==> src/rtl/spritePkg.sv <==
package spritePkg;

	// Slot counter, one round is 32 cycles of CLK_24M
	localparam int slotBits = 5;

	// Window boundaries, first and last slot of each
	localparam logic [slotBits-1:0] listFirst = 5'd0; // Active list read
	localparam logic [slotBits-1:0] listLast  = 5'd3;
	localparam logic [slotBits-1:0] scb2First = 5'd4; // Shrink
	localparam logic [slotBits-1:0] scb2Last  = 5'd6;
	localparam logic [slotBits-1:0] scb3First = 5'd7; // Y, sticky, size
	localparam logic [slotBits-1:0] scb3Last  = 5'd9;
	localparam logic [slotBits-1:0] scb4First = 5'd10; // X
	localparam logic [slotBits-1:0] scb4Last  = 5'd12;
	localparam logic [slotBits-1:0] cpuFirst  = 5'd13; // CPU access
	localparam logic [slotBits-1:0] cpuLast   = 5'd15;

	// Parse windows are back to back from parseFirst
	localparam logic [slotBits-1:0] parseFirst = 5'd16;
	localparam int parseLen   = 3; // Slots per parse window
	localparam int parseCount = 5; // Windows per round, slot 31 left idle

	// Fast VRAM geometry
	localparam int addrBits = 11;
	localparam int dataBits = 16;

	// Region bases
	localparam logic [addrBits-1:0] scb2Base = 11'h000;
	localparam logic [addrBits-1:0] scb3Base = 11'h200;
	localparam logic [addrBits-1:0] scb4Base = 11'h400;
	localparam logic [addrBits-1:0] listBase = 11'h600; // Bank 0 here, bank 1 at +$80

	localparam int spriteBits = 9; // Sprite number
	localparam int listBits   = 7; // Entry index inside one list bank

	// SCB3 word layout
	localparam int yLsb      = 7; // Y at 14:7
	localparam int stickyBit = 6;
	localparam int sizeBits  = 6; // Height at 5:0

	// SCB4 word layout, X at 15:7
	localparam int xLsb = 7;

	// SCB2 shrink field
	localparam int shrinkBits = 12;

endpackage

==> src/rtl/cpuVramPort.sv <==
`timescale 1ns/1ps

module cpuVramPort
(
	input  logic                            CLK_24M,
	input  logic                            TEST,
	input  logic [spritePkg::slotBits-1:0] slot,
	input  logic [spritePkg::addrBits-1:0] cpuAddr,
	input  logic [spritePkg::dataBits-1:0] cpuWrData,
	input  logic                            cpuZone,
	input  logic                            cpuWrite,
	input  logic                            reloadReq,
	input  logic [spritePkg::addrBits-1:0] vramMod,
	input  logic [spritePkg::dataBits-1:0] vramRdData,
	output logic [spritePkg::addrBits-1:0] cpuPtr,
	output logic                            cpuWe,
	output logic [spritePkg::dataBits-1:0] cpuRdData,
	output logic                            cpuWriteAck,
	output logic [spritePkg::dataBits-1:0] cpuWrHold // Data for the sequencer
);

	logic pendWr;     // Strobe seen, waiting for slot 13
	logic pendReload;
	logic wrStrobe;

	assign wrStrobe = cpuWrite && cpuZone; // Outside the zone it is dropped

	always_ff @(posedge CLK_24M or posedge TEST)
	begin
		if (TEST)
		begin
			pendWr      <= 1'b0;
			pendReload  <= 1'b0;
			cpuWe       <= 1'b0;
			cpuPtr      <= '0;
			cpuWriteAck <= 1'b0;
		end
		else
		begin
			cpuWriteAck <= cpuWe && (slot == spritePkg::cpuLast); // Cycle after slot 15
			if (slot == spritePkg::cpuFirst)
			begin
				cpuWe      <= pendWr; // Arm this round's write
				pendWr     <= 1'b0;
				pendReload <= 1'b0;
				if (pendReload)
					cpuPtr <= cpuAddr;
			end
			if (cpuWe && (slot == spritePkg::cpuLast))
			begin
				cpuWe  <= 1'b0;
				cpuPtr <= cpuPtr + vramMod; // Wraps at 2K
			end
			// Late strobes stay for the next round
			if (wrStrobe)
				pendWr <= 1'b1;
			if (reloadReq)
				pendReload <= 1'b1;
		end
	end

	always_ff @(posedge CLK_24M)
	begin
		if (wrStrobe)
			cpuWrHold <= cpuWrData;
		if (slot == spritePkg::cpuLast)
			cpuRdData <= vramRdData; // Word at the pointer before this round's write
	end

endmodule

==> config.mk <==
export PLATFORM = sky130hd
export DESIGN_NAME = cpuVramPort
export DESIGN_NICKNAME = d
export VERILOG_FILES = /design/src/rtl/spritePkg.sv /design/src/rtl/cpuVramPort.sv
export SDC_FILE = /design/constraint.sdc
export NUM_CORES = 1
export LEC_CHECK = 0
export ABC_AREA = 1
export BUFFER_PORTS_ARGS = -buffer_cell sky130_fd_sc_hd__buf_2
export CAP_MARGIN = 20
export CORE_MARGIN = 1.5
export CORE_UTILIZATION = 30
export CTS_CLUSTER_DIAMETER = 150
export DETAILED_ROUTE_END_ITERATION = 10
export HOLD_SLACK_MARGIN = 0.06
export PLACE_DENSITY = 0.57
export SLEW_MARGIN = 20
export SYNTH_ARGS = -nofsm -noshare
export SYNTH_HDL_FRONTEND = slang
export SYNTH_SLANG_ARGS = --single-unit
==> constraint.sdc <==
create_clock -name CLK_24M -period 4 [get_ports CLK_24M]
set_clock_uncertainty 0.15 [all_clocks]
set_input_delay 0.2 -clock CLK_24M [delete_from_list [all_inputs] [get_ports CLK_24M]]
set_output_delay 0.2 -clock CLK_24M [all_outputs]
set_load 0.005 [all_outputs]
# Word-level counts from Yosys, hierarchy flattened

Index checks and enable logic that the tools add are counted.

Register bits: 47
Input port bits: 64
Output and inout bits: 45
Word-level logic and storage cells: 25

Add/subtract/negate cells: 1
Equality and inequality tests: 2
Muxes and demuxes: 8
Reductions and logical operators: 7

Operators with widths:

| cell                                          | number |
|---|---|
| two-way mux 11 bit                            | 3 |
| adder 11 bit                                  | 1 |
| == test 5 x 4 -> 1 bit, second input constant | 2 |
| nonzero test 2 bit                            | 4 |
| two-way mux 1 bit                             | 5 |
| logical AND 1 bit                             | 2 |
| AND reduction 2 bit                           | 1 |

# Depth between registers and ports, before layout

Depth after elaboration: 4
Depth in mapped cells: 11
Gate-level depth less buffers: 11

# Worst setup path before layout

No wires, ideal clock.

Path type: flip-flop to flip-flop
From: reg cpuPtr[0] (netlist bit)
To: reg cpuPtr[8] (netlist bit)
Library setup time: 120 ps
Data arrival time: 1566 ps
Required time: 3730 ps
Setup slack: 2164 ps
Stages on the path, launching flop included: 12
Path buffers: 0
Period minus slack after synthesis: 1836 ps
Cells stage by stage: dfrtp_1 -> ha_1 -> inv_1 -> fa_1 -> inv_1 -> nand3_1 -> nand3_1 -> nand2_1 -> nand3_1 -> nand2_1 -> o21ai_1 -> nand2_1

Longest elaborated chain between the ends: 2

RTL lines:

| item                     | line              | RTL |
|---|---|---|
| start: declaration       | cpuVramPort.sv:15 | `output logic [spritePkg::addrBits-1:0] cpuPtr,` |
| start signal: assignment | cpuVramPort.sv:47 | `cpuPtr <= cpuAddr;` |
| start signal: assignment | cpuVramPort.sv:52 | `cpuPtr <= cpuPtr + vramMod;` |
| adder 11 bit             | cpuVramPort.sv:52 |  |
| two-way mux 11 bit       | cpuVramPort.sv:49 | `if (cpuWe && (slot == spritePkg::cpuLast))` |

No other way between the ends.
A chain may end at the register's enable or synchronous reset.

# Worst setup path in the final report

Same ends and word-level chain as after synthesis.

==> impl_metrics.csv <==
group,metric,value,unit
drt,drc,0,
floorplanning,die_area,0.007975,mm²
run,cap_violations,0,
drt,vias,1958,
logic_synthesis,synth_top_area_share,43.00,%
setup_path,crit_required,4.04,ns
clocking,post_cts_buffers,0,
min_path,hp-class,"in -> reg",
layout,syn_to_final_growth,50.50,%
placed_design,port_buffers,108,
pwr,powerDensity,418.2,mW/mm²
floorplanning,core-area,0.007214,mm²
logic_synthesis,synth_area_leaders,"edfxtp_1 43%, dfrtp_1 17%, nand2_1 9.7%, ha_1 5.6%, inv_1 4.0%",
layout,fillCellCount,725,
layout,nNetsFinal,441,
grt,grt_pass1_wl,8487,µm
logic_synthesis,postSynthCellCount,216,
logic_synthesis,synth_flop_cell,"edfxtp_1",
floorplanning,io_pins,109,
logic_synthesis,syn_nets,291,
drt,firstDrtPassIters,4,
logic_synthesis,yosysTopAreaCell,"edfxtp_1",
logic_synthesis,yosysMostFrequentCell,"nand2_1",
timing,rsz0062_at_grt,"false",
logic_synthesis,synth_edf_count,32,
clocking,cts_hold_buf,38,
timing,setup_violations,0,
drt,ant_nets,0,
floorplanning,rows,31,
logic_synthesis,ys_warn_count,0,
setup_path,cp.arrival,2.12,ns
timing,timing.fmax,0.4799,GHz
setup_path,startpoint_type,"flop",
timing,max_slew_margin,49.27,%
pwr,ir_drop,0.1976,mV
placed_design,gp_congestion,0.8345,
placed_design,dp_hpwl,4385,µm
floorplanning,start_util,30.97,%
setup_path,endpoint_kind,"flop",
logic_synthesis,synth_cell_types,25,
logic_synthesis,yosysSeqAreaShare,59.80,%
clocking,cts_buffer_depth,2,
grt,antenna_found_initial,0,
clocking,numCtsBuffers,5,
timing,hold_viol,0,
grt,grt.total_usage,14.23,%
layout,multi_input_area,758.2,µm²
setup_path,crit_fanout,3,
floorplanning,die_x,89.31,µm
clocking,clk_pin_slew,0.08,ns
timing,finalCriticalPeriod,2.084,ns
timing,period_share,52.09,%
drt,drtIter0Drc,81,
clocking,cts.sinks,47,
run_status,status,"complete, no violations",
pwr,p_leak,1.611,nW
drt,vias_per_cell,4.202,
layout,regArea,0.001336,mm²
timing,drv_slew,0,
clocking,clock_latency,0.30,ns
clocking,cts-resized-gates,0,
layout,drive_gt1_share,33.51,%
grt,grt_max_degree,18,
logic_synthesis,synth-async-reset-ratio,31.91,%
clocking,cts_root_buf,"clkbuf_8",
drt,wl,5658,µm
grt,grt_pass1_vias,1805,
floorplanning,dieHeight,89.31,µm
timing,setup_tns,0,ns
clocking,cts.htree.levels,2,
clocking,cts_tree,"built",
timing,fin_hold_ws,0.07772,ns
logic_synthesis,netlist_area,0.002235,mm²
drt,wl_per_cell,12.14,µm
logic_synthesis,synth_common_cells,"58 x nand2_1, 32 x edfxtp_1, 24 x inv_1",
timing,worst_slew_pin_slew,0.7584,ns
logic_synthesis,avgSynthCellArea,10.35,µm²
logic_synthesis,ys_ff_latch,47,
setup_path,critPathKind,"reg -> reg",
layout,num_antenna_cells,0,
grt,grt.overflow.total,0,
pwr,fin_total_pwr,1.407,mW
==> path summary, 6_finish.rpt <==
path	from	depth (start not counted)	to	slack [ns]
worst max-delay path	cpuPtr[0]	11	cpuPtr[8]	1.92
worst min-delay path	cpuAddr[9]	4	cpuPtr[9]	0.08
worst max register to register	cpuPtr[0]	11	cpuPtr[8]	1.92
worst min register to register	pendReload	1	pendReload	0.34
max in group asynchronous	TEST	3	cpuWe	2.96
min in group asynchronous	TEST	3	pendReload	0.35
==> cells in the final DEF (no fill, tap or decap), types with 3 or more instances in the layout <==
cell type        n
buf_2          108
nand2_1         58
dlygate4sd3_1   38
edfxtp_1        32
inv_1           24
nand3_1         17
nor2_1          15
dfrtp_1         15
ha_1            10
a21oi_1          8
o21ai_0          8
clkbuf_8         6
o21a_1           5
o21ai_1          4
xnor2_1          3
==> metal layers <==
layer / global-route usage (%) / up-vias / wire length [µm]
li1: - / 1020 / -
met2: 23.72 / 65 / 2792
met5: 0 / - / 0
met3: 3.416 / 6 / 364
met1: 18.01 / 867 / 2410
met4: 5.175 / 0 / 91
==> flip-flops by register name, summed over array words and instances, names as in the netlist <==
| signal | count |
|---|---|
| cpuWriteAck | 1 |
| cpuWe | 1 |
| cpuPtr | 11 |
| pendWr | 1 |
| cpuRdData | 16 |
| pendReload | 1 |
| cpuWrHold | 16 |
==> layout make-up <==
class | count | share of cell area, %
multi-input combinational | 140 | 22.54
tap | 99 | 3.683
inverter | 26 | 3.051
timing repair buffer | 146 | 27.38
sequential | 47 | 39.73
clock buffer | 6 | 2.455
clock inverter | 2 | 1.153
==> critical path: stages, from the launching register on <==
cell     delay, ns
dfrtp_1       0.40
ha_1          0.23
inv_1         0.07
fa_1          0.40
inv_1         0.10
nand3_1       0.07
nand3_1       0.13
nand2_1       0.10
nand3_1       0.09
nand2_1       0.05
o21ai_1       0.11
nand2_1       0.06
==> report_power, final <==
part	internal (mW)	leakage (nW)	total [mW]	switching [mW]
Combinational	0.197	1.08	0.424	0.227
Clock	0.206	0.0618	0.369	0.163
Sequential	0.574	0.473	0.614	0.0391
Total	0.977	1.61	1.41	0.429
==> kinds of logic after synthesis <==
| kind of cell | after synthesis | synth area share [%] |
|---|---|---|
| AND/OR/NAND/NOR | 98 | 19.04 |
| flip-flops | 47 | 59.80 |
| buffers and inverters | 29 | 6.271 |
| AO/OA/AOI/OAI | 27 | 6.832 |
| adder cells (fa/ha/maj) | 11 | 6.495 |
| XOR/XNOR | 4 | 1.568 |
==> stage by stage <==
step / setup WS (ns) / cells / instance area [µm²] / utilization (%)
floorplan: 2.164 / 216 / 2235 / -
global placement: 1.749 / 420 / 2861 / 39.66
detailed placement: 1.686 / 420 / 2861 / 39.66
CTS: 1.910 / 466 / 3363 / 46.62
global route: 1.771 / 466 / 3363 / 46.62
finish: 1.916 / 466 / 3363 / 46.62
No activity file was read; power rests on OpenSTA's default activity.
