$ cat config.mk
export PLATFORM = sky130hd
export DESIGN_NAME = slotSequencer
export DESIGN_NICKNAME = d
export VERILOG_FILES = /design/src/rtl/spritePkg.sv /design/src/rtl/slotSequencer.sv
export SDC_FILE = /design/constraint.sdc
export NUM_CORES = 1
export LEC_CHECK = 0
export BUFFER_PORTS_ARGS = -buffer_cell sky130_fd_sc_hd__buf_2
export CAP_MARGIN = 25
export CORE_MARGIN = 5
export CORE_UTILIZATION = 44
export CTS_BUF_LIST = sky130_fd_sc_hd__clkbuf_4 sky130_fd_sc_hd__clkbuf_8 sky130_fd_sc_hd__clkbuf_16
export CTS_CLUSTER_DIAMETER = 30
export DETAILED_ROUTE_END_ITERATION = 10
export PLACE_DENSITY = 0.87
export SLEW_MARGIN = 5
export SYNTH_ARGS = -nofsm -noshare
export SYNTH_HDL_FRONTEND = slang
export SYNTH_SLANG_ARGS = --single-unit
$ cat constraint.sdc
create_clock -name CLK_24M -period 5.6 [get_ports CLK_24M]
set_clock_uncertainty 0.05 [all_clocks]
set_input_delay 0.56 -clock CLK_24M [delete_from_list [all_inputs] [get_ports CLK_24M]]
set_output_delay 0.56 -clock CLK_24M [all_outputs]
set_load 0.02 [all_outputs]
$ cat src/rtl/spritePkg.sv
package spritePkg;

	// Slot counter, one round is 32 cycles of CLK_24M
	localparam int slotBits = 5;

	// Window boundaries, first and last slot of each
	localparam logic [slotBits-1:0] listFirst = 5'd0; // Active list read
	localparam logic [slotBits-1:0] listLast  = 5'd3;
	localparam logic [slotBits-1:0] scb2First = 5'd4; // Shrink
	localparam logic [slotBits-1:0] scb2Last  = 5'd6;
	localparam logic [slotBits-1:0] scb3First = 5'd7; // Y, sticky, size
	localparam logic [slotBits-1:0] scb3Last  = 5'd9;
	localparam logic [slotBits-1:0] scb4First = 5'd10; // X
	localparam logic [slotBits-1:0] scb4Last  = 5'd12;
	localparam logic [slotBits-1:0] cpuFirst  = 5'd13; // CPU access
	localparam logic [slotBits-1:0] cpuLast   = 5'd15;

	// Parse windows are back to back from parseFirst
	localparam logic [slotBits-1:0] parseFirst = 5'd16;
	localparam int parseLen   = 3; // Slots per parse window
	localparam int parseCount = 5; // Windows per round, slot 31 left idle

	// Fast VRAM geometry
	localparam int addrBits = 11;
	localparam int dataBits = 16;

	// Region bases
	localparam logic [addrBits-1:0] scb2Base = 11'h000;
	localparam logic [addrBits-1:0] scb3Base = 11'h200;
	localparam logic [addrBits-1:0] scb4Base = 11'h400;
	localparam logic [addrBits-1:0] listBase = 11'h600; // Bank 0 here, bank 1 at +$80

	localparam int spriteBits = 9; // Sprite number
	localparam int listBits   = 7; // Entry index inside one list bank

	// SCB3 word layout
	localparam int yLsb      = 7; // Y at 14:7
	localparam int stickyBit = 6;
	localparam int sizeBits  = 6; // Height at 5:0

	// SCB4 word layout, X at 15:7
	localparam int xLsb = 7;

	// SCB2 shrink field
	localparam int shrinkBits = 12;

endpackage

$ cat src/rtl/slotSequencer.sv
`timescale 1ns/1ps

module slotSequencer
(
	input  logic                              CLK_24M,
	input  logic                              TEST,
	output logic [spritePkg::slotBits-1:0]   slot,

	// Render side
	input  logic [spritePkg::addrBits-1:0]   listAddr,
	input  logic [spritePkg::spriteBits-1:0] renderIdx,

	// CPU side
	input  logic [spritePkg::addrBits-1:0]   cpuPtr,
	input  logic [spritePkg::dataBits-1:0]   cpuWrData,
	input  logic                              cpuWe,

	// Parser side
	input  logic [spritePkg::addrBits-1:0]   parseAddr,
	input  logic [spritePkg::dataBits-1:0]   parseWrData,
	input  logic                              parseWe,

	// To the RAM
	output logic [spritePkg::addrBits-1:0]   vramAddr,
	output logic [spritePkg::dataBits-1:0]   vramWrData,
	output logic                              vramWe
);

	localparam int parseEnd =
		spritePkg::parseFirst + spritePkg::parseLen * spritePkg::parseCount - 1;

	logic inList;
	logic inScb2;
	logic inScb3;
	logic inScb4;
	logic inCpu;
	logic inParse;
	logic parseLastCyc; // Final slot of one parse window

	// Free running, wraps every 32 cycles
	always_ff @(posedge CLK_24M or posedge TEST)
	begin
		if (TEST)
			slot <= '0;
		else
			slot <= slot + 1'b1;
	end

	// Window decode
	assign inList  = slot inside {[spritePkg::listFirst : spritePkg::listLast]};
	assign inScb2  = slot inside {[spritePkg::scb2First : spritePkg::scb2Last]};
	assign inScb3  = slot inside {[spritePkg::scb3First : spritePkg::scb3Last]};
	assign inScb4  = slot inside {[spritePkg::scb4First : spritePkg::scb4Last]};
	assign inCpu   = slot inside {[spritePkg::cpuFirst : spritePkg::cpuLast]};
	assign inParse = slot inside {[spritePkg::parseFirst : parseEnd]};

	assign parseLastCyc = inParse &&
		((int'(slot) - spritePkg::parseFirst) % spritePkg::parseLen == spritePkg::parseLen - 1);

	// Address, data and write enable per window
	always_comb
	begin
		vramAddr   = parseAddr; // Parse windows and idle slot 31
		vramWrData = parseWrData;
		vramWe     = 1'b0;
		if (inList)
			vramAddr = listAddr;
		else if (inScb2)
			vramAddr = spritePkg::scb2Base + renderIdx;
		else if (inScb3)
			vramAddr = spritePkg::scb3Base + renderIdx;
		else if (inScb4)
			vramAddr = spritePkg::scb4Base + renderIdx;
		else if (inCpu)
		begin
			vramAddr   = cpuPtr;
			vramWrData = cpuWrData;
			vramWe     = cpuWe && (slot == spritePkg::cpuLast); // Only at slot 15
		end
		else if (inParse)
			vramWe = parseWe && parseLastCyc; // Write modes only, last cycle
	end

endmodule

# Yosys cells after proc, flatten, opt, wreduce, memory -nomap -nowiden
# Index checks and enable logic that the tools add are counted.
# totals
reg_bits	5
elab_cells	45
# op_classes
addsub	4
n_div	1
n_lt_le_gt_ge	12
n_eq_ne	2
n_mux	16
reduce_logical	9
# op_table
cell	n
16-bit two-way mux	5
11-bit two-way mux	5
32-bit by 2-bit equality test with 1-bit output (second input constant)	1
32-bit by 2-bit remainder unit with 32-bit output (second input constant)	1
5-bit by 4-bit less-or-equal comparator with 1-bit output (second input constant)	3
10-bit by 9-bit adder with 11-bit output (first input constant)	1
11-bit by 9-bit adder with 11-bit output (first input constant)	1
5-bit by 3-bit >= comparator with 1-bit output (second input constant)	2
5-bit by 4-bit >= comparator with 1-bit output (second input constant)	2
1-bit logical AND	9
1-bit two-way mux	6
5-bit by 5-bit subtractor with 6-bit output (second input constant)	1
5-bit by 1-bit adder with 5-bit output (second input constant)	1
5-bit by 4-bit equality test with 1-bit output (second input constant)	1
5-bit by 1-bit >= comparator with 1-bit output (second input constant)	1
5-bit >= comparator (second input constant)	1
5-bit by 2-bit less-or-equal comparator with 1-bit output (second input constant)	1
5-bit by 3-bit less-or-equal comparator with 1-bit output (second input constant)	1
5-bit less-or-equal comparator (second input constant)	1

# Depth between registers and ports, before layout
# logic_depth
word_depth	11
depth_mapped	17
depth_no_buf	16

# Least setup slack after synthesis
# OpenSTA, ideal clock, no wires.
# synth_timing
path_type	register -> output
startpoint	register slot[4] (netlist bit)
endpoint	output vramWe
arrival_time_ns	3.987
setup_slack_ns	1.003
path_stages_with_launch	18
n_path_buf	1
cell_sequence	dfrtp_1 -> ha_1 -> buf_6 -> xnor2_1 -> a2111oi_2 -> o32a_2 -> inv_2 -> ha_1 -> a21oi_2 -> o21ai_1 -> and2b_1 -> xnor2_2 -> ha_1 -> nor3_1 -> a32o_1 -> a2111oi_2 -> xor2_1 -> o32ai_1
# synth_between
elab_chain_cells	11
elab_cells_between_ends	31
cone_classes	add/sub (1); div (1); order compare (12); eq/ne (2); mux (6); reduce/logical (9)
# synth_rtl
item	line_no	rtl
start, declared	slotSequencer.sv:7	output logic [spritePkg::slotBits-1:0] slot,
start signal, assigned	slotSequencer.sv:46	slot <= slot + 1'b1;
5-bit by 5-bit subtractor with 6-bit output	slotSequencer.sv:58	((int'(slot) - spritePkg::parseFirst) % spritePkg::parseLen == spritePkg::parseLen - 1);
32-bit by 2-bit remainder unit with 32-bit output	slotSequencer.sv:58	
32-bit by 2-bit equality test with 1-bit output	slotSequencer.sv:58	
1-bit logical AND	slotSequencer.sv:57	assign parseLastCyc = inParse &&
1-bit logical AND	slotSequencer.sv:81	vramWe = parseWe && parseLastCyc;
1-bit two-way mux	slotSequencer.sv:80	else if (inParse)
1-bit two-way mux	slotSequencer.sv:74	else if (inCpu)
1-bit two-way mux	slotSequencer.sv:72	else if (inScb4)
1-bit two-way mux	slotSequencer.sv:70	else if (inScb3)
1-bit two-way mux	slotSequencer.sv:68	else if (inScb2)
1-bit two-way mux (*)	slotSequencer.sv:66	if (inList)
end, declared	slotSequencer.sv:26	output logic vramWe
# Mark *: on every way between the ends. The rest lies on a longest branch, timed or not.

# Worst setup path in the final report
# Ends and elaborated chain as after synthesis.

==> qor.csv <==
metric,value,unit
register area,126,um2
Synth top area share,12.4,%
DRC Markers,0,
Fin Setup TNS,0,ns
Rows,20,
routed len/inst,14.9,um
core box area,0.00310,mm2
Reg with most FFs,slot,
CP Capture Type,primary output,
die footprint,0.00455,mm2
Multi-input gate area,0.00122,mm2
total CTS buffers,3,
# IOs,111,
P_leak,1.11,nW
Switching Fraction,34.1,%
R2R Path Start,slot[1],
Clock power frac,28.9,%
max cap viols,0,
final hold violations,0,
antenna-violating nets left,0,
ANT cells,0,
clk_lat worst skew,0.25,ns
detailed placement HPWL,4350,um
Worst Path Required,4.99,ns
Synth Register Bits,5,
library cells used by synthesis,58,
first-pass GRT wire length,7940,um
"FFs w/ async S/R, synth",100,%
Synth warnings,0,
Post-Synthesis Cells,193,
Final #Nets,383,
Gate power share,48.9,%
Pint,0.000108,W
number of fill cells,301,
TritonCTS Sinks,5,
fin util,65.7,%
I/O Buffers,110,
Post-synth EDFFs,0,
worst hold path type,primary input to async pin,
Relative slew margins,51.4,%
Worst Path Max Fanout,20,
vias per cell,5.42,
post-synth top area cell,mux2_1,
clock transition at the registers of the reported paths,0.04,ns
GRT Total Usage,21.9,%
final worst-path setup slack,0.469,ns
Worst-Margin Slew,0.729,ns
CP arrival,4.52,ns
flop2flop setup slack,3.97,ns
Die W,67.5,um
Iter 0 DRT Violations,31,
Power Dens Cells,80.2,mW/mm2
final worst-path cycle share,91.6,%
Vias,1839,
"Avg Cell Area, Syn",7.53,um2
# setup viols final,0,
P_sw,0.0000557,W
"Seq/Total Area, Yosys",8.61,%
CTS tree,built,
Initial Utilization,46.8,%
initial antenna violation count,0,
final hold slack,0.148,ns
Tmin final,5.13,ns
Final Max Slew Viols,0,
Synth area leaders,"mux2_1 12%, mux2i_1 10%, dfrtp_1 8.6%",
unrepaired setup endpoints after global routing,no,
pin count of the biggest net entering global routing,23,
"Top FF cell, synth",dfrtp_1,
Worst Reg-to-Reg Cells,4,
Largest regs,slot x5,
vias in the first global route,1806,
share of layout cells above drive strength 1,44.4,%
Root Buffer,clkbuf_4,
Max clock buf depth,2,
GPL Wtd Cong,0.932,
Flop pwr share,22.2,%
Area growth syn-to-layout,40.3,%
status,completed,
Syn Std Cell Area,0.00145,mm2
grt total ovfl,0,
Detailed Route WL,5040,um
Setup WS pre-CTS,0.560,ns
max FFs per register,5,
Crit Path Category,register to primary output,
Die Ht,67.5,um
H-tree Lvls,1,
Fmax achieved,195,MHz
Startpoint Class,register,
Worst R2R End,slot[4],
DRT Pass-1 Iters,6,
maximum vdd drop,0.000114,V
final cells by class:
cell class              count  share of cell area [%]
flip-flops and latches      5                    6.20
multi-input cells         163                    59.7
repair buffers            113                    28.1
inverters                  10                    1.84
well taps                  44                    2.70
clock buffers               4                    1.47
cells by family after synthesis:
group | share of synthesized area [%]
compound gates | 27.2
xor+xnor | 4.14
fa+ha+maj | 7.75
buf+inv | 8.36
flops | 8.61
mux | 22.7
other cells | 0.258
simple gates | 20.9
layer usage:
metal | wire length [um] | GRT usage [%]
met1 | 1870 | 22.7
met4 | 146 | 7.34
met2 | 2550 | 41.6
met5 | 0 | 0
met3 | 477 | 6.16
critical path, stage by stage (launching register included):
cell	delay (ns)
dfrtp_2	0.58
ha_1	0.40
nor3b_2	0.22
a2111oi_2	0.46
o32a_2	0.24
inv_2	0.05
ha_1	0.21
a21oi_2	0.15
o21ai_1	0.14
and2b_1	0.26
xnor2_2	0.12
ha_1	0.27
nor3_1	0.09
a32o_1	0.21
a2111oi_2	0.32
xor2_1	0.11
o32ai_1	0.21
buf_2	0.20
stage by stage:
stage | cells | total power (W) | instance area, um2
after CTS | 339 | 0.000165 | 2040
after detailed placement | 335 | 0.000117 | 2010
after floorplan | 194 | 0.0000785 | 1460
final | 339 | 0.000163 | 2040
after global routing | 339 | 0.000176 | 2040
after global placement | 334 | 0.000114 | 2000
worst max path at each step:
stage,slack (ns),cells past startpoint,from,endpoint
floorplan,1.00,17,slot[4],vramWe
global placement,0.73,17,slot[4],vramWe
detailed placement,0.56,17,slot[4],vramWe
CTS,0.28,17,slot[4],vramWe
global route,0.08,17,slot[4],vramWe
finish,0.47,17,slot[4],vramWe
synth_stat cells (all sizes together), types with 2 or more instances:
cell	n
xnor2	3
o32a	2
o21ai	15
buf	11
clkbuf	5
a21oi	15
dfrtp	5
a21o	2
nand2	16
and3b	2
o211a	2
nor3b	2
inv	10
xor2	3
a31oi	2
o311ai	2
ha	9
nand2b	2
mux2i	15
nand3	2
nor2	18
nor3	6
mux2	16
a2111oi	3
a32o	2
cells in the final DEF, fill, tap and decap left out, types with 2 or more instances in the layout:
master / netlist / routed
xnor2_1: 2 / 2
conb_1: 1 / 2
o21ai_1: 12 / 12
mux2i_1: 15 / 15
dfrtp_1: 5 / 4
inv_1: 8 / 8
a2111oi_2: 3 / 3
clkbuf_4: 0 / 4
nor3_1: 6 / 6
mux2_1: 16 / 16
xor2_1: 3 / 3
a21oi_1: 14 / 14
nor2_1: 18 / 18
buf_2: 7 / 110
nand2_1: 16 / 16
a21o_1: 2 / 2
o211a_1: 2 / 2
inv_2: 2 / 2
o21ai_0: 3 / 3
a32o_1: 2 / 2
buf_4: 0 / 3
and3b_1: 2 / 2
nand3_1: 2 / 2
a31oi_1: 2 / 2
ha_1: 9 / 9
power groups by stage:
stage	Sequential [W]	Combinational [W]	Clock [W]
finish	0.0000363	0.0000800	0.0000472
global route	0.0000362	0.0000885	0.0000515
CTS	0.0000363	0.0000805	0.0000484
detailed placement	0.0000368	0.0000802	0
global placement	0.0000368	0.0000773	0
floorplan	0.0000368	0.0000418	0
what timing repair did:
action	in CTS	in global routing
buffers inserted	0	0
endpoints found under the hold margin	0	0
hold buffers	0	0
gates resized for setup	0	1
setup endpoints to repair	0	1
No activity file was read; power rests on OpenSTA's default activity.
