### config.mk
export PLATFORM = sky130hd
export DESIGN_NAME = spriteParser
export DESIGN_NICKNAME = d
export VERILOG_FILES = /design/src/rtl/spritePkg.sv /design/src/rtl/spriteParser.sv
export SDC_FILE = /design/constraint.sdc
export NUM_CORES = 1
export LEC_CHECK = 0
export ABC_AREA = 1
export BUFFER_PORTS_ARGS = -buffer_cell sky130_fd_sc_hd__buf_2
export CAP_MARGIN = 0
export CELL_PAD_IN_SITES_DETAIL_PLACEMENT = 0
export CELL_PAD_IN_SITES_GLOBAL_PLACEMENT = 1
export CORE_ASPECT_RATIO = 1.2
export CORE_MARGIN = 1.5
export CORE_UTILIZATION = 42
export DETAILED_ROUTE_END_ITERATION = 10
export PLACE_DENSITY = 0.95
export SLEW_MARGIN = 20
export SYNTH_ARGS = -nofsm -noshare
export SYNTH_HDL_FRONTEND = slang
export SYNTH_SLANG_ARGS = --single-unit
### constraint.sdc
create_clock -name CLK_24M -period 4.7 [get_ports CLK_24M]
set_input_delay 0.94 -clock CLK_24M [delete_from_list [all_inputs] [get_ports CLK_24M]]
set_output_delay 0.94 -clock CLK_24M [all_outputs]
set_load 0.01 [all_outputs]
### src/rtl/spritePkg.sv
package spritePkg;

	// Slot counter, one round is 32 cycles of CLK_24M
	localparam int slotBits = 5;

	// Window boundaries, first and last slot of each
	localparam logic [slotBits-1:0] listFirst = 5'd0; // Active list read
	localparam logic [slotBits-1:0] listLast  = 5'd3;
	localparam logic [slotBits-1:0] scb2First = 5'd4; // Shrink
	localparam logic [slotBits-1:0] scb2Last  = 5'd6;
	localparam logic [slotBits-1:0] scb3First = 5'd7; // Y, sticky, size
	localparam logic [slotBits-1:0] scb3Last  = 5'd9;
	localparam logic [slotBits-1:0] scb4First = 5'd10; // X
	localparam logic [slotBits-1:0] scb4Last  = 5'd12;
	localparam logic [slotBits-1:0] cpuFirst  = 5'd13; // CPU access
	localparam logic [slotBits-1:0] cpuLast   = 5'd15;

	// Parse windows are back to back from parseFirst
	localparam logic [slotBits-1:0] parseFirst = 5'd16;
	localparam int parseLen   = 3; // Slots per parse window
	localparam int parseCount = 5; // Windows per round, slot 31 left idle

	// Fast VRAM geometry
	localparam int addrBits = 11;
	localparam int dataBits = 16;

	// Region bases
	localparam logic [addrBits-1:0] scb2Base = 11'h000;
	localparam logic [addrBits-1:0] scb3Base = 11'h200;
	localparam logic [addrBits-1:0] scb4Base = 11'h400;
	localparam logic [addrBits-1:0] listBase = 11'h600; // Bank 0 here, bank 1 at +$80

	localparam int spriteBits = 9; // Sprite number
	localparam int listBits   = 7; // Entry index inside one list bank

	// SCB3 word layout
	localparam int yLsb      = 7; // Y at 14:7
	localparam int stickyBit = 6;
	localparam int sizeBits  = 6; // Height at 5:0

	// SCB4 word layout, X at 15:7
	localparam int xLsb = 7;

	// SCB2 shrink field
	localparam int shrinkBits = 12;

endpackage

### src/rtl/spriteParser.sv
`timescale 1ns/1ps

module spriteParser
(
	input  logic                            CLK_24M,
	input  logic                            TEST,
	input  logic [spritePkg::slotBits-1:0] slot,
	input  logic [8:0]                      vCount,
	input  logic                            chbl,
	input  logic                            bFlip,
	input  logic [spritePkg::dataBits-1:0] vramRdData,
	output logic [spritePkg::addrBits-1:0] parseAddr,
	output logic [spritePkg::dataBits-1:0] parseWrData,
	output logic                            parseWe
);

	localparam int parseEnd =
		spritePkg::parseFirst + spritePkg::parseLen * spritePkg::parseCount - 1;

	// Mode encoding
	localparam logic [1:0] modeLatchA = 2'b00;
	localparam logic [1:0] modeLatchB = 2'b01;
	localparam logic [1:0] modeWriteA = 2'b10;
	localparam logic [1:0] modeWriteB = 2'b11;

	logic [1:0]                        mode;
	logic [spritePkg::spriteBits-1:0] parseCounter; // Sprite under test
	logic [spritePkg::listBits-1:0]   writeCounter; // Next free list entry
	logic [spritePkg::spriteBits-1:0] latchA;
	logic [spritePkg::spriteBits-1:0] latchB;
	logic [spritePkg::spriteBits-1:0] latchMux;
	logic                              windowEnd;
	logic                              yCarry; // Line falls inside the sprite

	assign windowEnd = (slot inside {[spritePkg::parseFirst : parseEnd]}) &&
		((int'(slot) - spritePkg::parseFirst) % spritePkg::parseLen == spritePkg::parseLen - 1);

	// Y + line + 1 overflowing 8 bits means a hit
	assign yCarry = ({1'b0, vramRdData[spritePkg::yLsb +: 8]} + {1'b0, vCount[7:0]} + 9'd1)
		> 9'd255;

	// Read SCB3 while latching, write into the back bank otherwise
	assign parseAddr = mode[1]
		? spritePkg::listBase + {~bFlip, writeCounter}
		: spritePkg::scb3Base + parseCounter;

	assign latchMux    = mode[0] ? latchB : latchA;
	assign parseWrData = {{(spritePkg::dataBits - spritePkg::spriteBits){1'b0}}, latchMux};
	assign parseWe     = mode[1]; // Sequencer trims it to the last slot

	always_ff @(posedge CLK_24M or posedge TEST)
	begin
		if (TEST)
		begin
			mode         <= modeLatchA;
			parseCounter <= '0;
			writeCounter <= '0;
		end
		else
		begin
			if (windowEnd)
			begin
				case (mode)
					modeLatchA:
					begin
						parseCounter <= parseCounter + 1'b1;
						if (yCarry)
							mode <= modeLatchB;
					end
					modeLatchB:
					begin
						parseCounter <= parseCounter + 1'b1;
						if (yCarry)
							mode <= modeWriteA; // Pair complete
					end
					modeWriteA:
					begin
						writeCounter <= writeCounter + 1'b1;
						mode         <= modeWriteB;
					end
					default:
					begin
						writeCounter <= writeCounter + 1'b1;
						mode         <= modeLatchA; // Back to searching
					end
				endcase
			end
			// New line wins over any step above
			if (chbl)
			begin
				parseCounter <= '0;
				writeCounter <= '0;
			end
		end
	end

	// Matched sprite numbers
	always_ff @(posedge CLK_24M)
	begin
		if (windowEnd && yCarry)
		begin
			if (mode == modeLatchA)
				latchA <= parseCounter;
			if (mode == modeLatchB)
				latchB <= parseCounter;
		end
	end

endmodule

# Word level (Yosys, flattened, before mapping)
# Index checks and enable logic that the tools add are counted.
# totals
ff_bits,36
input_bits,34
out_inout_bits,28
# classes
n_reduce_logical,12
n_lt_le_gt_ge,3
n_mux,11
eq_ne,6
bitwise,1
n_div,1
n_addsub,7
# ops
cell,n
9-bit 2-to-1 mux,4
"32-bit by 2-bit == test with 1-bit output, second input constant",1
"32-bit by 2-bit remainder unit with 32-bit output, second input constant",1
"10-bit by 9-bit adder with 11-bit output, first input constant",2
7-bit 2-to-1 mux,3
"9-bit by 1-bit adder with 9-bit output, second input constant",2
11-bit 2-to-1 mux,1
8-bit by 8-bit adder with 9-bit output,1
"9-bit by 8-bit greater-than comparator with 1-bit output, second input constant",1
2-bit AND reduction,4
"7-bit by 1-bit adder with 7-bit output, second input constant",1
2-bit case mux with 3 select lines,1
"5-bit by 5-bit subtractor with 6-bit output, second input constant",1
"5-bit >= comparator, second input constant",1
"5-bit less-or-equal comparator, second input constant",1
2-bit 2-to-1 mux,2
"2-bit inequality test, second input constant",2
2-bit nonzero test,2
1-bit logical AND,3
3-bit AND reduction,1
"2-bit by 1-bit == test with 1-bit output, second input constant",1
"2-bit == test, second input constant",1
2-bit logical NOT,1
"2-bit by 1-bit inequality test with 1-bit output, second input constant",1
2 further kinds,2

# Depth between registers and ports, before layout
# logic_depth
ltp_word,6
depth_mapped,31

# Worst setup path before layout
# OpenSTA, ideal clock, no wires.
# synth_timing
path_kind,input -> register
startpoint,input slot[4] in the netlist's numbering
endpoint,register latchB[0] in the netlist's numbering (enable)
cell_stages,26
setup_ns,0.374
t_arrival_ns,4.055
required_time_ns,4.326
setup_slack_ns,0.271
cell_sequence,ha_1 nor2_1 inv_1 nor2_2 nor2_4 nand2_2 nand2_2 nand3_2 nand2_1 nand2_2 nand2_1 inv_1 ha_1 nor2_8 nand3_1 nand2_1 inv_1 ha_1 a21oi_1 nor3_1 nand2_1 nor2_1 nand3_2 nor2_8 nand3_1 nor2_1
# synth_via
elab_chain_len,6
# synth_rtl
item,line_no,source
"start, declared",spriteParser.sv:7,"input logic [spritePkg::slotBits-1:0] slot,"
5-bit by 5-bit subtractor with 6-bit output,spriteParser.sv:36,((int'(slot) - spritePkg::parseFirst) % spritePkg::parseLen == spritePkg::parseLen - 1);
32-bit by 2-bit remainder unit with 32-bit output,spriteParser.sv:36,
32-bit by 2-bit == test with 1-bit output,spriteParser.sv:36,
1-bit logical AND (*),spriteParser.sv:35,assign windowEnd = (slot inside {[spritePkg::parseFirst : parseEnd]}) &&
1-bit logical AND (*),spriteParser.sv:100,if (windowEnd && yCarry)
2-bit AND reduction (no line) (*),-,
"end signal, assigned",spriteParser.sv:105,latchB <= parseCounter;
"end, declared",spriteParser.sv:30,logic [spritePkg::spriteBits-1:0] latchB;
# Every way passes the cells marked *; elsewhere a longest branch is shown, timed or not.
# A chain may end at the register's enable or synchronous reset.

# Worst setup path in the final report
# layout_timing
startpoint,input slot[4] in the netlist's numbering
endpoint,register latchB[8] in the netlist's numbering (enable)
# Same word-level chain as after synthesis.

==> out/metrics.yaml <==
drt:
  wl_per_cell_um: 10.7
  wl_um: 5050
  drc_errors: 0
  vias_per_cell: 4.78
  antenna_left: 0
  vias: 2246
  drtIter0Drc: 123
  first_pass_iters: 4
global_routing:
  grt_overflow: 0
  grt_usage_pct: 16.3
  grt_antenna_before_repair: 0
  grt_pass1_wl_um: 8600
  grt_max_degree: 19
  grt_pass1_vias: 2038
critical_path:
  cpMostUsedCell: "nand2_1"
  rrSetupSlack_ns: 2.34
  r2r_cells: 9
  crit_arrival_ns: 4.31
  max_stage_delay_ns: 0.33
  critPathKind: "input port to flop"
  critPathLaunchType: "input port"
  cp-startpoint: "slot[4]"
  critPathCapture: "latchB[8]"
  crit_fanout: 9
  crit_path_top_delay_cell: "ha_1"
  crit_required_ns: 4.69
  reg2reg_from: "mode[1]"
  reg2reg_to: "parseCounter[6]"
  critPathCaptureType: "flop"
placement:
  portBuffers: 44
  place_congestion: 0.796
  hpwlAfterDp_um: 4040
cts:
  insertion_delay_ns: 0.28
  cts_made_buffers: 5
  clk_pin_slew_ns: 0.07
  cts_tree: "done"
  ctsLongestPathBuffers: 2
  h-tree-depth: 2
  hold_buffers: 0
  cts_sinks: 36
  clockRootBuffer: "clkbuf_8"
yosys:
  async_flop_share_pct: 50.0
  synth_flop_cell: "edfxtp_1"
  yosys_register_bits: 36
  synth_edf_count: 18
  synth_cell_type_count: 34
  syn_area_um2: 2630
  synth_cells: 338
  ys.warnings.count: 0
  synth_seq_area_share_pct: 37.7
  synth.avg_cell_area_um2: 7.78
power_and_ir_drop:
  power_density_nw_per_um2: 314
  vdd_drop_max_mv: 0.135
  leakage_nw: 1.58
timing:
  whs_ns: 0.520
  slew_headroom_pct: 51.9
  final_hold_viol_count: 0
  grt_setup_unrepaired: "no"
  period_needed_ns: 4.32
  skew_ns: 0.00536
  tns_ns: 0
  fin_crit_sh_pct: 92.0
  tightest_slew_ns: 0.721
  maxSlewViolCount: 0
  setup_viol: 0
  fmax_mhz: 231
worst_hold_path:
  holdCritPathClass: "flop to flop"
floorplanning:
  rows: 31
  dieArea_um2: 6740
  start_util_pct: 43.4
  die_w_um: 75.2
  core_um2: 6050
  pin_count: 62
  dieHeight_um: 89.7
finish:
  drive_gt1_share_pct: 22.4
  fillers: 609
  nNetsFinal: 438
  regArea_um2: 991
  diodes: 0
  area_delta_synth_final_pct: 15.3
  multi_input_area_um2: 1420
  fin_util_pct: 50.1
outcome:
  status: "finished, final reports clean"
job:
  maxCapViolCount: 0
==> layout make-up <==
| type | count | area share (%) |
|---|---|---|
| Clock buffer | 5 | 2.27 |
| Clock inverter | 3 | 1.40 |
| Inverter | 40 | 5.12 |
| Multi-Input combinational cell | 256 | 46.9 |
| Sequential cell | 36 | 32.7 |
| Tap cell | 82 | 3.39 |
| Timing Repair Buffer | 48 | 8.26 |
==> Yosys cell counts (2+ instances only) <==
library cell / count / area share (%)
nand2_1: 101 / 14
nand3_1: 37 / 7.0
inv_1: 34 / 4.9
nor2_1: 26 / 3.7
dfrtp_1: 18 / 17
edfxtp_1: 18 / 21
ha_1: 16 / 7.6
buf_4: 10 / 2.9
nand2_2: 10 / 2.4
o21ai_0: 9 / 1.7
nand3_2: 7 / 2.7
xor2_1: 7 / 2.3
a21oi_1: 5 / 0.95
nand4_1: 4 / 0.95
clkbuf_1: 3 / 0.43
clkinv_1: 3 / 0.43
nor2_2: 3 / 0.71
nor3_1: 3 / 0.57
xnor2_1: 3 / 1.0
conb_1: 2 / 0.29
inv_2: 2 / 0.29
nand2_4: 2 / 0.86
nor2_8: 2 / 1.5
nor3b_1: 2 / 0.57
o21ai_1: 2 / 0.38
==> power breakdown <==
part | internal [mW] | total, mW | switching, mW
clock network | 0.157 | 0.265 | 0.108
registers | 0.343 | 0.375 | 0.0319
logic | 0.108 | 0.311 | 0.203
total | 0.608 | 0.951 | 0.343
==> worst min path at each step <==
stage | cells past startpoint | endpoint | slack, ns | from
after global routing | 0 | latchB[8] | 0.53 | parseCounter[8]
after CTS | 0 | latchA[8] | 0.52 | parseCounter[8]
final | 0 | latchA[8] | 0.52 | parseCounter[8]
after floorplan | 0 | latchA[8] | 0.46 | parseCounter[8]
after global placement | 0 | latchB[8] | 0.49 | parseCounter[8]
after detailed placement | 0 | latchA[8] | 0.50 | parseCounter[8]
==> metrics by stage <==
stage / cells / power [mW] / worst slack (ns) / cell area [µm²]
2_1_floorplan: 346 / 0.611 / 0.271 / 2660
3_3_place_gp: 462 / 0.689 / 0.0789 / 2910
3_5_place_dp: 462 / 0.695 / 0.0164 / 2910
4_1_cts: 470 / 0.960 / 0.319 / 3030
5_1_grt: 470 / 1.02 / 0.00900 / 3030
6_report: 470 / 0.951 / 0.376 / 3030
==> state kept, by name, indices dropped and copies added, names as in the netlist <==
signal / cells
latchA: 9
latchB: 9
parseCounter: 9
writeCounter: 7
mode: 2
==> cell families (layout without fill, tap and decap cells) <==
group           after synthesis  count (layout)  share of synthesized area, %
compound gates               19              19                          3.95
xor+xnor                     10              10                          3.33
fa+ha+maj                    17              17                          8.38
buf+inv                      54              96                          9.61
flops                        36              36                          37.7
other cells                   2              10                         0.286
simple gates                200             200                          36.7
==> critical path: cells and delay by family <==
family                     cells  cell delay, ns
adders and majority gates      3            0.76
and+or+nand+nor               17            1.90
buffers and inverters          5            0.53
AOI/OAI and AO/OA              2            0.19
==> timing repair <==
action / 4_1_cts / 5_1_grt
setup buffers: 0 / 0
endpoints found under the hold margin: 0 / 0
setup endpoints to repair: 0 / 18
gates resized for setup: 0 / 2
==> cell usage in the layout, fill, tap and decap left out, drive strengths merged, types with 2 or more instances in the layout <==
master / count
nor3b: 2
nor3: 3
xor2: 7
nand3: 45
conb: 10
a21oi: 5
clkinv: 5
ha: 16
clkbuf: 5
edfxtp: 18
o21ai: 11
xnor2: 3
nor2: 32
dfrtp: 18
buf: 48
nand4: 4
inv: 36
nand2: 113
==> metal layers <==
metal | wire, µm | part of all wire [%] | global-route usage (%)
met5 | 0 | 0 | 0
met4 | 43 | 0.85 | 3.90
met3 | 172 | 3.4 | 3.13
met2 | 2710 | 54 | 30.6
met1 | 2130 | 42 | 18.8
Power figures use the tool's default switching activity.
